$ cat src/common/periphPkg.sv
/*
 * Peripheral register map, data types and engine FSM states
 * Word index is address bits 4:2, indices 6 and 7 are unmapped
 */
package periphPkg;

    typedef logic [2:0]  regIdxT;
    typedef logic [7:0]  ledT;
    typedef logic [7:0]  dutyT;
    typedef logic [11:0] dacCodeT;
    typedef logic [7:0]  uartByteT;

    // Register word indices
    localparam regIdxT REG_LED  = 3'd0;
    localparam regIdxT REG_PWM  = 3'd1;
    localparam regIdxT REG_DAC  = 3'd2;
    localparam regIdxT REG_UTX  = 3'd3;
    localparam regIdxT REG_URX  = 3'd4;
    localparam regIdxT REG_STAT = 3'd5;

    // AD5681R write and update command
    localparam logic [3:0] DAC_CMD = 4'b0011;

    typedef enum logic [1:0] {TX_IDLE, TX_START, TX_DATA, TX_STOP} txStateT;
    typedef enum logic [1:0] {RX_IDLE, RX_START, RX_DATA, RX_STOP} rxStateT;
    typedef enum logic [1:0] {SPI_IDLE, SPI_SHIFT, SPI_DONE} spiStateT;

endpackage

$ cat src/common/busPkg.sv
/*
 * AXI4-Lite bus types, 8-bit byte address and 32-bit data
 * Only OKAY, SLVERR and DECERR responses are ever produced
 */
package busPkg;

    // Byte address width of the register window
    localparam int ADDR_W = 8;

    typedef logic [ADDR_W-1:0] addrT;
    typedef logic [31:0]       dataT;
    typedef logic [3:0]        strbT;
    typedef logic [1:0]        respT;

    // AXI response codes
    localparam respT RESP_OKAY   = 2'b00;
    localparam respT RESP_SLVERR = 2'b10;
    localparam respT RESP_DECERR = 2'b11;

endpackage
$ cat src/common/regBusIf.sv
/*
 * Single-cycle register access between the bus front end and the registers
 * err carries a full AXI response code, answered in the same cycle as req
 */
interface regBusIf;
    import busPkg::*;
    import periphPkg::*;

    // Request side
    logic   req;
    logic   write;
    regIdxT idx;
    dataT   wrData;
    strbT   wrStrb;

    // Combinational answer
    dataT   rdData;
    respT   err;

    modport ctrl (output req, write, idx, wrData, wrStrb, input rdData, err);
    modport regs (input req, write, idx, wrData, wrStrb, output rdData, err);

endinterface

$ cat src/design/periphSys.sv
/*
 * Peripheral subsystem top, AXI4-Lite slave with one transaction in flight
 * BAUD_DIV is clocks per UART bit, SPI_DIV clocks per DAC SCL half period
 */
module periphSys #(
    parameter int BAUD_DIV = 8,
    parameter int SPI_DIV  = 2
) (
    input  logic             clk,
    input  logic             rstN,
    input  busPkg::addrT     awAddr,
    input  logic             awValid,
    input  busPkg::dataT     wData,
    input  busPkg::strbT     wStrb,
    input  logic             wValid,
    input  logic             bReady,
    input  busPkg::addrT     arAddr,
    input  logic             arValid,
    input  logic             rReady,
    input  logic             rx,
    output logic             awReady,
    output logic             wReady,
    output busPkg::respT     bResp,
    output logic             bValid,
    output logic             arReady,
    output busPkg::dataT     rData,
    output busPkg::respT     rResp,
    output logic             rValid,
    output periphPkg::ledT   ioOut,
    output logic             pwmOut,
    output logic             dacMosi,
    output logic             dacSclk,
    output logic             dacSs,
    output logic             tx
);

    // Register access channel
    regBusIf uBus ();

    axiLiteSlave uAxi (
        .clk,
        .rstN,
        .awAddr,
        .awValid,
        .wData,
        .wStrb,
        .wValid,
        .bReady,
        .arAddr,
        .arValid,
        .rReady,
        .awReady,
        .wReady,
        .bResp,
        .bValid,
        .arReady,
        .rData,
        .rResp,
        .rValid,
        .bus     (uBus)
    );

    periphRegs #(
        .BAUD_DIV (BAUD_DIV),
        .SPI_DIV  (SPI_DIV)
    ) uRegs (
        .clk,
        .rstN,
        .bus     (uBus),
        .rx,
        .ioOut,
        .pwmOut,
        .dacMosi,
        .dacSclk,
        .dacSs,
        .tx
    );

endmodule

$ cat src/design/axiLiteSlave.sv
/*
 * AXI4-Lite slave, one outstanding transaction, write wins over read
 * Addresses at or above 0x20 get DECERR without touching the registers
 */
module axiLiteSlave (
    input  logic          clk,
    input  logic          rstN,
    input  busPkg::addrT  awAddr,
    input  logic          awValid,
    input  busPkg::dataT  wData,
    input  busPkg::strbT  wStrb,
    input  logic          wValid,
    input  logic          bReady,
    input  busPkg::addrT  arAddr,
    input  logic          arValid,
    input  logic          rReady,
    output logic          awReady,
    output logic          wReady,
    output busPkg::respT  bResp,
    output logic          bValid,
    output logic          arReady,
    output busPkg::dataT  rData,
    output busPkg::respT  rResp,
    output logic          rValid,
    regBusIf.ctrl         bus
);
    import busPkg::*;

    logic pending;
    logic wrAcc;
    logic rdAcc;
    logic inRange;
    addrT addrSel;
    respT resp;

    // Any response still waiting blocks new addresses
    assign pending = bValid | rValid;
    assign wrAcc   = awValid & wValid & ~pending;
    assign rdAcc   = arValid & ~awValid & ~pending | arValid & ~wValid & ~pending;

    assign awReady = wrAcc;
    assign wReady  = wrAcc;
    assign arReady = rdAcc;

    // Address of the accepted channel
    assign addrSel = wrAcc ? awAddr : arAddr;
    assign inRange = (addrSel[ADDR_W-1:5] == '0);

    // One register access per accepted transaction
    assign bus.req    = (wrAcc | rdAcc) & inRange;
    assign bus.write  = wrAcc;
    assign bus.idx    = addrSel[4:2];
    assign bus.wrData = wData;
    assign bus.wrStrb = wStrb;

    assign resp = inRange ? bus.err : RESP_DECERR;

    // Response handshake flags
    always_ff @(posedge clk or negedge rstN) begin
        if (!rstN) begin
            bValid <= 1'b0;
            rValid <= 1'b0;
        end else begin
            if (wrAcc) begin
                bValid <= 1'b1;
            end else if (bReady) begin
                bValid <= 1'b0;
            end
            if (rdAcc) begin
                rValid <= 1'b1;
            end else if (rReady) begin
                rValid <= 1'b0;
            end
        end
    end

    // Response payload, captured at acceptance
    always_ff @(posedge clk) begin
        if (wrAcc) begin
            bResp <= resp;
        end
        if (rdAcc) begin
            rResp <= resp;
            rData <= inRange ? bus.rdData : '0;
        end
    end

endmodule

$ cat src/design/periphRegs.sv
/*
 * Register file and engine control, LED and duty use byte strobe 0 only
 * Write-only registers read as zero, busy engines refuse starts with SLVERR
 */
module periphRegs #(
    parameter int BAUD_DIV = 8,
    parameter int SPI_DIV  = 2
) (
    input  logic            clk,
    input  logic            rstN,
    regBusIf.regs           bus,
    input  logic            rx,
    output periphPkg::ledT  ioOut,
    output logic            pwmOut,
    output logic            dacMosi,
    output logic            dacSclk,
    output logic            dacSs,
    output logic            tx
);
    import busPkg::*;
    import periphPkg::*;

    ledT      ledR;
    dutyT     dutyR;
    uartByteT rxData;
    uartByteT rxByte;
    logic     rxValid;
    logic     rxOverrun;
    logic     rxDone;
    logic     ledWe;
    logic     dutyWe;
    logic     dacStart;
    logic     txStart;
    logic     urxRead;
    logic     dacBusy;
    logic     txBusy;

    // Decode, read mux and start pulses
    always_comb begin
        bus.rdData = '0;
        bus.err    = RESP_OKAY;
        ledWe      = 1'b0;
        dutyWe     = 1'b0;
        dacStart   = 1'b0;
        txStart    = 1'b0;
        urxRead    = 1'b0;
        case (bus.idx)
            REG_LED: begin
                bus.rdData = dataT'(ledR);
                ledWe      = bus.req & bus.write & bus.wrStrb[0];
            end
            REG_PWM: begin
                bus.rdData = dataT'(dutyR);
                dutyWe     = bus.req & bus.write & bus.wrStrb[0];
            end
            REG_DAC: begin
                if (bus.write && dacBusy) bus.err = RESP_SLVERR;
                else dacStart = bus.req & bus.write;
            end
            REG_UTX: begin
                if (bus.write && txBusy) bus.err = RESP_SLVERR;
                else txStart = bus.req & bus.write;
            end
            REG_URX: begin
                bus.rdData = {23'b0, rxValid, rxData};
                if (bus.write) bus.err = RESP_SLVERR;
                else urxRead = bus.req;
            end
            REG_STAT: begin
                bus.rdData = {28'b0, rxOverrun, rxValid, txBusy, dacBusy};
                if (bus.write) bus.err = RESP_SLVERR;
            end
            default: bus.err = RESP_DECERR;
        endcase
    end

    always_ff @(posedge clk or negedge rstN) begin
        if (!rstN) begin
            ledR      <= '0;
            dutyR     <= '0;
            rxData    <= '0;
            rxValid   <= 1'b0;
            rxOverrun <= 1'b0;
        end else begin
            if (ledWe) ledR <= bus.wrData[7:0];
            if (dutyWe) dutyR <= bus.wrData[7:0];
            // New byte while the old one is unread keeps the old one
            if (rxDone) begin
                if (rxValid && !urxRead) begin
                    rxOverrun <= 1'b1;
                end else begin
                    rxData    <= rxByte;
                    rxValid   <= 1'b1;
                    rxOverrun <= 1'b0;
                end
            end else if (urxRead) begin
                rxValid   <= 1'b0;
                rxOverrun <= 1'b0;
            end
        end
    end

    assign ioOut = ledR;

    dacSpi #(.SPI_DIV(SPI_DIV)) uDac (
        .clk, .rstN, .start(dacStart), .code(bus.wrData[11:0]),
        .busy(dacBusy), .dacMosi, .dacSclk, .dacSs
    );

    pwmGen uPwm (.clk, .rstN, .duty(dutyR), .pwmOut);

    uartTx #(.BAUD_DIV(BAUD_DIV)) uTx (
        .clk, .rstN, .start(txStart), .data(bus.wrData[7:0]), .busy(txBusy), .tx
    );

    uartRx #(.BAUD_DIV(BAUD_DIV)) uRx (
        .clk, .rstN, .rx, .valid(rxDone), .data(rxByte)
    );

endmodule

$ cat src/design/pwmGen.sv
/*
 * 256-step PWM, duty is taken at the counter wrap
 * Output high for exactly duty cycles out of every 256
 */
module pwmGen (
    input  logic             clk,
    input  logic             rstN,
    input  periphPkg::dutyT  duty,
    output logic             pwmOut
);
    import periphPkg::*;

    logic [7:0] cnt;
    dutyT       dutyR;

    always_ff @(posedge clk or negedge rstN) begin
        if (!rstN) begin
            cnt   <= '0;
            dutyR <= '0;
        end else begin
            cnt <= cnt + 8'd1;
            // Reload only between windows
            if (cnt == 8'hFF) dutyR <= duty;
        end
    end

    assign pwmOut = (cnt < dutyR);

endmodule

$ cat src/design/dacSpi.sv
/*
 * AD5681R frame writer, 24 bits MSB first, SCL idles high
 * MOSI changes on SCL fall, frame takes 48*SPI_DIV+2 cycles from start
 */
module dacSpi #(
    parameter int SPI_DIV = 2
) (
    input  logic                clk,
    input  logic                rstN,
    input  logic                start,
    input  periphPkg::dacCodeT  code,
    output logic                busy,
    output logic                dacMosi,
    output logic                dacSclk,
    output logic                dacSs
);
    import periphPkg::*;

    localparam int DIV_W = $clog2(SPI_DIV + 1);

    spiStateT          state;
    logic [DIV_W-1:0]  divCnt;
    logic [4:0]        bitCnt;
    logic [23:0]       shiftReg;

    always_ff @(posedge clk or negedge rstN) begin
        if (!rstN) begin
            state    <= SPI_IDLE;
            divCnt   <= '0;
            bitCnt   <= '0;
            shiftReg <= '0;
            dacSclk  <= 1'b1;
            dacSs    <= 1'b1;
        end else begin
            case (state)
                SPI_IDLE: if (start) begin
                    state    <= SPI_SHIFT;
                    dacSs    <= 1'b0;
                    shiftReg <= {DAC_CMD, code, 8'h00};
                    divCnt   <= '0;
                    bitCnt   <= '0;
                end
                SPI_SHIFT: begin
                    if (divCnt == DIV_W'(SPI_DIV - 1)) begin
                        divCnt  <= '0;
                        dacSclk <= ~dacSclk;
                        if (dacSclk) begin
                            // Falling edge, first bit is already on MOSI
                            if (bitCnt != 5'd0) shiftReg <= shiftReg << 1;
                        end else begin
                            bitCnt <= bitCnt + 5'd1;
                            if (bitCnt == 5'd23) begin
                                state <= SPI_DONE;
                                dacSs <= 1'b1;
                            end
                        end
                    end else begin
                        divCnt <= divCnt + 1'b1;
                    end
                end
                default: state <= SPI_IDLE;
            endcase
        end
    end

    assign busy    = (state != SPI_IDLE);
    assign dacMosi = shiftReg[23];

endmodule

$ cat src/uart/uartRx.sv
/*
 * 8N1 receiver, rx is asynchronous and goes through two flops
 * Bits are sampled mid-bit, frames with a low stop bit are dropped
 */
module uartRx #(
    parameter int BAUD_DIV = 8
) (
    input  logic                 clk,
    input  logic                 rstN,
    input  logic                 rx,
    output logic                 valid,
    output periphPkg::uartByteT  data
);
    import periphPkg::*;

    localparam int CNT_W = $clog2(BAUD_DIV + 1);

    rxStateT          state;
    logic [2:0]       rxSync;
    logic [CNT_W-1:0] baudCnt;
    logic [2:0]       bitCnt;
    logic             rxS;
    logic             bitEnd;

    // Synchronized line, bit 2 is one cycle older for edge detect
    assign rxS    = rxSync[1];
    assign bitEnd = (baudCnt == CNT_W'(BAUD_DIV - 1));

    always_ff @(posedge clk or negedge rstN) begin
        if (!rstN) begin
            rxSync  <= 3'b111;
            state   <= RX_IDLE;
            baudCnt <= '0;
            bitCnt  <= '0;
            data    <= '0;
            valid   <= 1'b0;
        end else begin
            rxSync  <= {rxSync[1:0], rx};
            valid   <= 1'b0;
            baudCnt <= bitEnd ? '0 : baudCnt + 1'b1;
            case (state)
                RX_IDLE: begin
                    baudCnt <= '0;
                    if (rxSync[2] && !rxS) state <= RX_START;
                end
                RX_START: if (baudCnt == CNT_W'(BAUD_DIV / 2 - 1)) begin
                    // Mid start bit, restart the bit timer here
                    baudCnt <= '0;
                    bitCnt  <= '0;
                    state   <= rxS ? RX_IDLE : RX_DATA;
                end
                RX_DATA: if (bitEnd) begin
                    data <= {rxS, data[7:1]};
                    if (bitCnt == 3'd7) state <= RX_STOP;
                    bitCnt <= bitCnt + 3'd1;
                end
                default: if (bitEnd) begin
                    state <= RX_IDLE;
                    valid <= rxS;
                end
            endcase
        end
    end

endmodule

$ cat src/uart/uartTx.sv
/*
 * 8N1 transmitter, LSB first, BAUD_DIV clocks per bit
 * start is ignored while busy, tx idles high
 */
module uartTx #(
    parameter int BAUD_DIV = 8
) (
    input  logic                 clk,
    input  logic                 rstN,
    input  logic                 start,
    input  periphPkg::uartByteT  data,
    output logic                 busy,
    output logic                 tx
);
    import periphPkg::*;

    localparam int CNT_W = $clog2(BAUD_DIV + 1);

    txStateT          state;
    logic [CNT_W-1:0] baudCnt;
    logic [2:0]       bitCnt;
    uartByteT         shReg;
    logic             bitEnd;

    assign bitEnd = (baudCnt == CNT_W'(BAUD_DIV - 1));

    always_ff @(posedge clk or negedge rstN) begin
        if (!rstN) begin
            state   <= TX_IDLE;
            baudCnt <= '0;
            bitCnt  <= '0;
            shReg   <= '0;
            tx      <= 1'b1;
        end else begin
            baudCnt <= (state == TX_IDLE || bitEnd) ? '0 : baudCnt + 1'b1;
            case (state)
                TX_IDLE: if (start) begin
                    state <= TX_START;
                    shReg <= data;
                    tx    <= 1'b0;
                end
                TX_START: if (bitEnd) begin
                    state  <= TX_DATA;
                    bitCnt <= '0;
                    tx     <= shReg[0];
                end
                TX_DATA: if (bitEnd) begin
                    if (bitCnt == 3'd7) begin
                        state <= TX_STOP;
                        tx    <= 1'b1;
                    end else begin
                        bitCnt <= bitCnt + 3'd1;
                        shReg  <= shReg >> 1;
                        tx     <= shReg[1];
                    end
                end
                default: if (bitEnd) state <= TX_IDLE;
            endcase
        end
    end

    assign busy = (state != TX_IDLE);

endmodule

$ cat config.mk
export PLATFORM = sky130hd
export DESIGN_NAME = periphSys
export DESIGN_NICKNAME = d
export VERILOG_FILES = /design/src/common/periphPkg.sv /design/src/common/busPkg.sv /design/src/common/regBusIf.sv /design/src/design/periphSys.sv /design/src/design/axiLiteSlave.sv /design/src/design/periphRegs.sv /design/src/design/pwmGen.sv /design/src/design/dacSpi.sv /design/src/uart/uartRx.sv /design/src/uart/uartTx.sv
export SDC_FILE = /design/constraint.sdc
export NUM_CORES = 1
export LEC_CHECK = 0
export BUFFER_PORTS_ARGS = -buffer_cell sky130_fd_sc_hd__buf_4
export CORE_AREA = 2 2 118 120
export CTS_BUF_LIST = sky130_fd_sc_hd__clkbuf_16
export CTS_CLUSTER_DIAMETER = 60
export DETAILED_ROUTE_END_ITERATION = 8
export DIE_AREA = 0 0 120 122
export PLACE_DENSITY_LB_ADDON = 0.15
export SETUP_SLACK_MARGIN = 0.4
export SKIP_CTS_REPAIR_TIMING = 1
export SLEW_MARGIN = 0
export SYNTH_ARGS = -nofsm -noshare
export SYNTH_HDL_FRONTEND = slang
export SYNTH_HIERARCHICAL = 1
export SYNTH_SLANG_ARGS = --single-unit
$ cat constraint.sdc
create_clock -name clk -period 3.5 [get_ports clk]
set_input_delay 0.525 -clock clk [delete_from_list [all_inputs] [get_ports clk]]
set_output_delay 0.525 -clock clk [all_outputs]
set_load 0.005 [all_outputs]
==> impl_metrics.py <==
metrics = {
    "timing": {
        "worstMarginPinSlew_ns": 0.8047,
        "hold_violations": 0,
        "rsz0062_at_grt": "yes",
        "period_needed_ns": 2.931,
        "slew_violations": 0,
        "final.period_utilization": 0.8373,
        "setup_ws_ns": 0.5694,
        "setup_viol": 0,
        "final.setup.tns_ns": 0,
        "skew_ns": 0.006997,
        "max_freq_mhz": 341.2,
        "hold_ws_ns": 0.1532,
        "slew_headroom": 0.4612,
    },
    "power_and_ir_drop": {
        "power_density_mw_per_mm2": 527.1,
        "vdd_drop_max_uv": 391.7,
        "power.static_leakage_nw": 3.910,
    },
    "worst_setup_path": {
        "critical_path_required_ns": 3.84,
        "worst_ep_arrival_time_ns": 3.27,
        "cp-start-kind": "flip-flop",
        "critPathCaptureType": "flip-flop",
        "worst-path-max-fanout": 13,
        "r2r_cells": 11,
        "rr_startpoint": "uAxi/rValid",
        "path_class": "reg -> reg",
        "timing.rr.end": "uRegs/uDac/shiftReg[11]",
        "reg2reg_slack_ns": 0.57,
    },
    "global_route": {
        "grt_max_degree": 57,
        "grt_use_met2": 0.3452,
        "grtUsageMet3": 0.04869,
        "grt.met1_usage": 0.2741,
        "grt_most_used_layer": "met2",
        "antenna_found_initial": 0,
        "gr-total-overflow": 0,
        "grt_pass1_vias": 4850,
        "grt_pass1_wl_mm": 24.02,
        "grt_use_total": 0.2106,
    },
    "yosys": {
        "syn_inst": 624,
        "syn_area_mm2": 0.007426,
        "syn_avg_cell_area_um2": 11.90,
        "yosys_warnings": 6,
    },
    "place": {
        "place_area_mm2": 0.008034,
        "dp_slack_ns": 0.2860,
        "port_buffers": 86,
        "place_congestion": 0.8197,
        "dp_hpwl_mm": 10.16,
    },
    "floorplan": {
        "initial_core_util": 0.5499,
        "die_h_um": 122,
        "num_io_pins": 114,
        "core_mm2": 0.01350,
        "die_x_um": 120,
        "die-area_mm2": 0.01464,
        "rows": 43,
    },
    "cells_and_area": {
        "synthToLayoutAreaGrowth_pct": 15.82,
        "final_common_cell": "dfrtp_1",
        "final_nets": 779,
        "design_area_mm2": 0.008601,
        "fin_util": 0.6369,
        "drive_gt1_frac": 0.3052,
        "antenna_cells": 0,
        "mostFrequentLayoutCells": "dfrtp_1 (104), buf_4 (98), nor2b_1 (45)",
    },
    "drt": {
        "drtIter0Drc": 366,
        "wl_per_cell_um": 16.24,
        "drtPass1Iterations": 5,
        "routed_wl_mm": 14.47,
        "routed-via-count": 4823,
        "route.detailed.drc": 0,
        "via_per_inst": 5.413,
        "antenna_left": 0,
    },
    "clocking": {
        "cts_buffers": 17,
        "cts_sinks": 146,
        "clk_pin_slew_ns": 0.06,
        "cts_buffer_depth": 2,
        "cts-root-buf": "clkbuf_16",
        "htree_levels": 4,
        "clkLatencyLatePin_ns": 0.42,
        "tritoncts": "yes",
    },
    "run": {
        "max-cap-violations": 0,
    },
    "hold_path": {
        "hold_path.class": "in -> async",
    },
    "run_status": {
        "status": "finished, final reports clean",
    },
}
==> registers in the layout (all words and copies together) (netlist names), 2 cells and up <==
signal / count
uAxi/bResp: 2
uRegs/ioOut: 8
uRegs/uDac/state: 2
uRegs/uDac/shiftReg: 16
uAxi/rResp: 2
uRegs/uDac/divCnt: 2
uRegs/uRx/data: 8
uRegs/uRx/bitCnt: 3
uRegs/uRx/baudCnt: 4
uRegs/uPwm/cnt: 8
uRegs/rxData: 8
uRegs/uPwm/dutyR: 8
uRegs/uTx/baudCnt: 4
uRegs/uTx/bitCnt: 3
uRegs/uRx/state: 2
uRegs/uDac/bitCnt: 5
uRegs/uTx/state: 2
uRegs/dutyR: 8
uRegs/uRx/rxSync: 3
uAxi/rData: 32
uRegs/uTx/shReg: 8
==> power by group <==
group          internal (mW)  total (mW)  switching (mW)
sequential              1.98        2.17           0.195
clock                   1.03        1.70           0.676
combinational          0.354       0.657           0.303
total                   3.36        4.53            1.17
==> worst max-delay path: stages, from the launching register on <==
cell and delay [ns]:
dfrtp_1 0.40, and4bb_1 0.35, buf_4 0.20, nand2_1 0.06
nand2_1 0.18, nand4b_1 0.23, nor3_4 0.25, or3b_1 0.46
o21ai_2 0.10, buf_4 0.21, o21a_4 0.24, a2bb2oi_1 0.18
==> area by class of cell <==
| cell class | instances | area [um2] |
|---|---|---|
| fillers | 1080 | 4903 |
| flip-flops and latches | 146 | 3841 |
| multi-input cells | 413 | 3149 |
| repair buffers | 99 | 755.7 |
| clock buffers | 17 | 425.4 |
| well taps | 180 | 225.2 |
| clock inverters | 15 | 125.1 |
| inverters | 21 | 78.83 |
==> routing by layer <==
| metal | up-vias | part of all wire |
|---|---|---|
| met4 | 0 | 0.015 |
| met5 | - | 0 |
| li1 | 2336 | - |
| met3 | 18 | 0.053 |
| met1 | 2346 | 0.44 |
| met2 | 123 | 0.49 |
==> stage by stage <==
stage,std cells,power [mW]
CTS,891,4.567
detailed placement,859,2.860
global route,891,4.753
finish,891,4.534
global placement,859,2.815
floorplan,646,2.620
==> how the worst max path moves through the flow <==
stage	from	to	slack [ns]	cells past startpoint
after global placement	arAddr[5]	uRegs/uDac/shiftReg[15]	0.33	11
after global routing	uAxi/rValid	uRegs/uDac/shiftReg[15]	0.37	11
after CTS	uAxi/rValid	uRegs/uDac/shiftReg[11]	0.40	9
after floorplan	awValid	uRegs/uDac/shiftReg[22]	0.62	10
final	uAxi/rValid	uRegs/uDac/shiftReg[11]	0.57	11
after detailed placement	arAddr[5]	uRegs/uDac/shiftReg[18]	0.29	11
(Power assumes the default switching activity.)
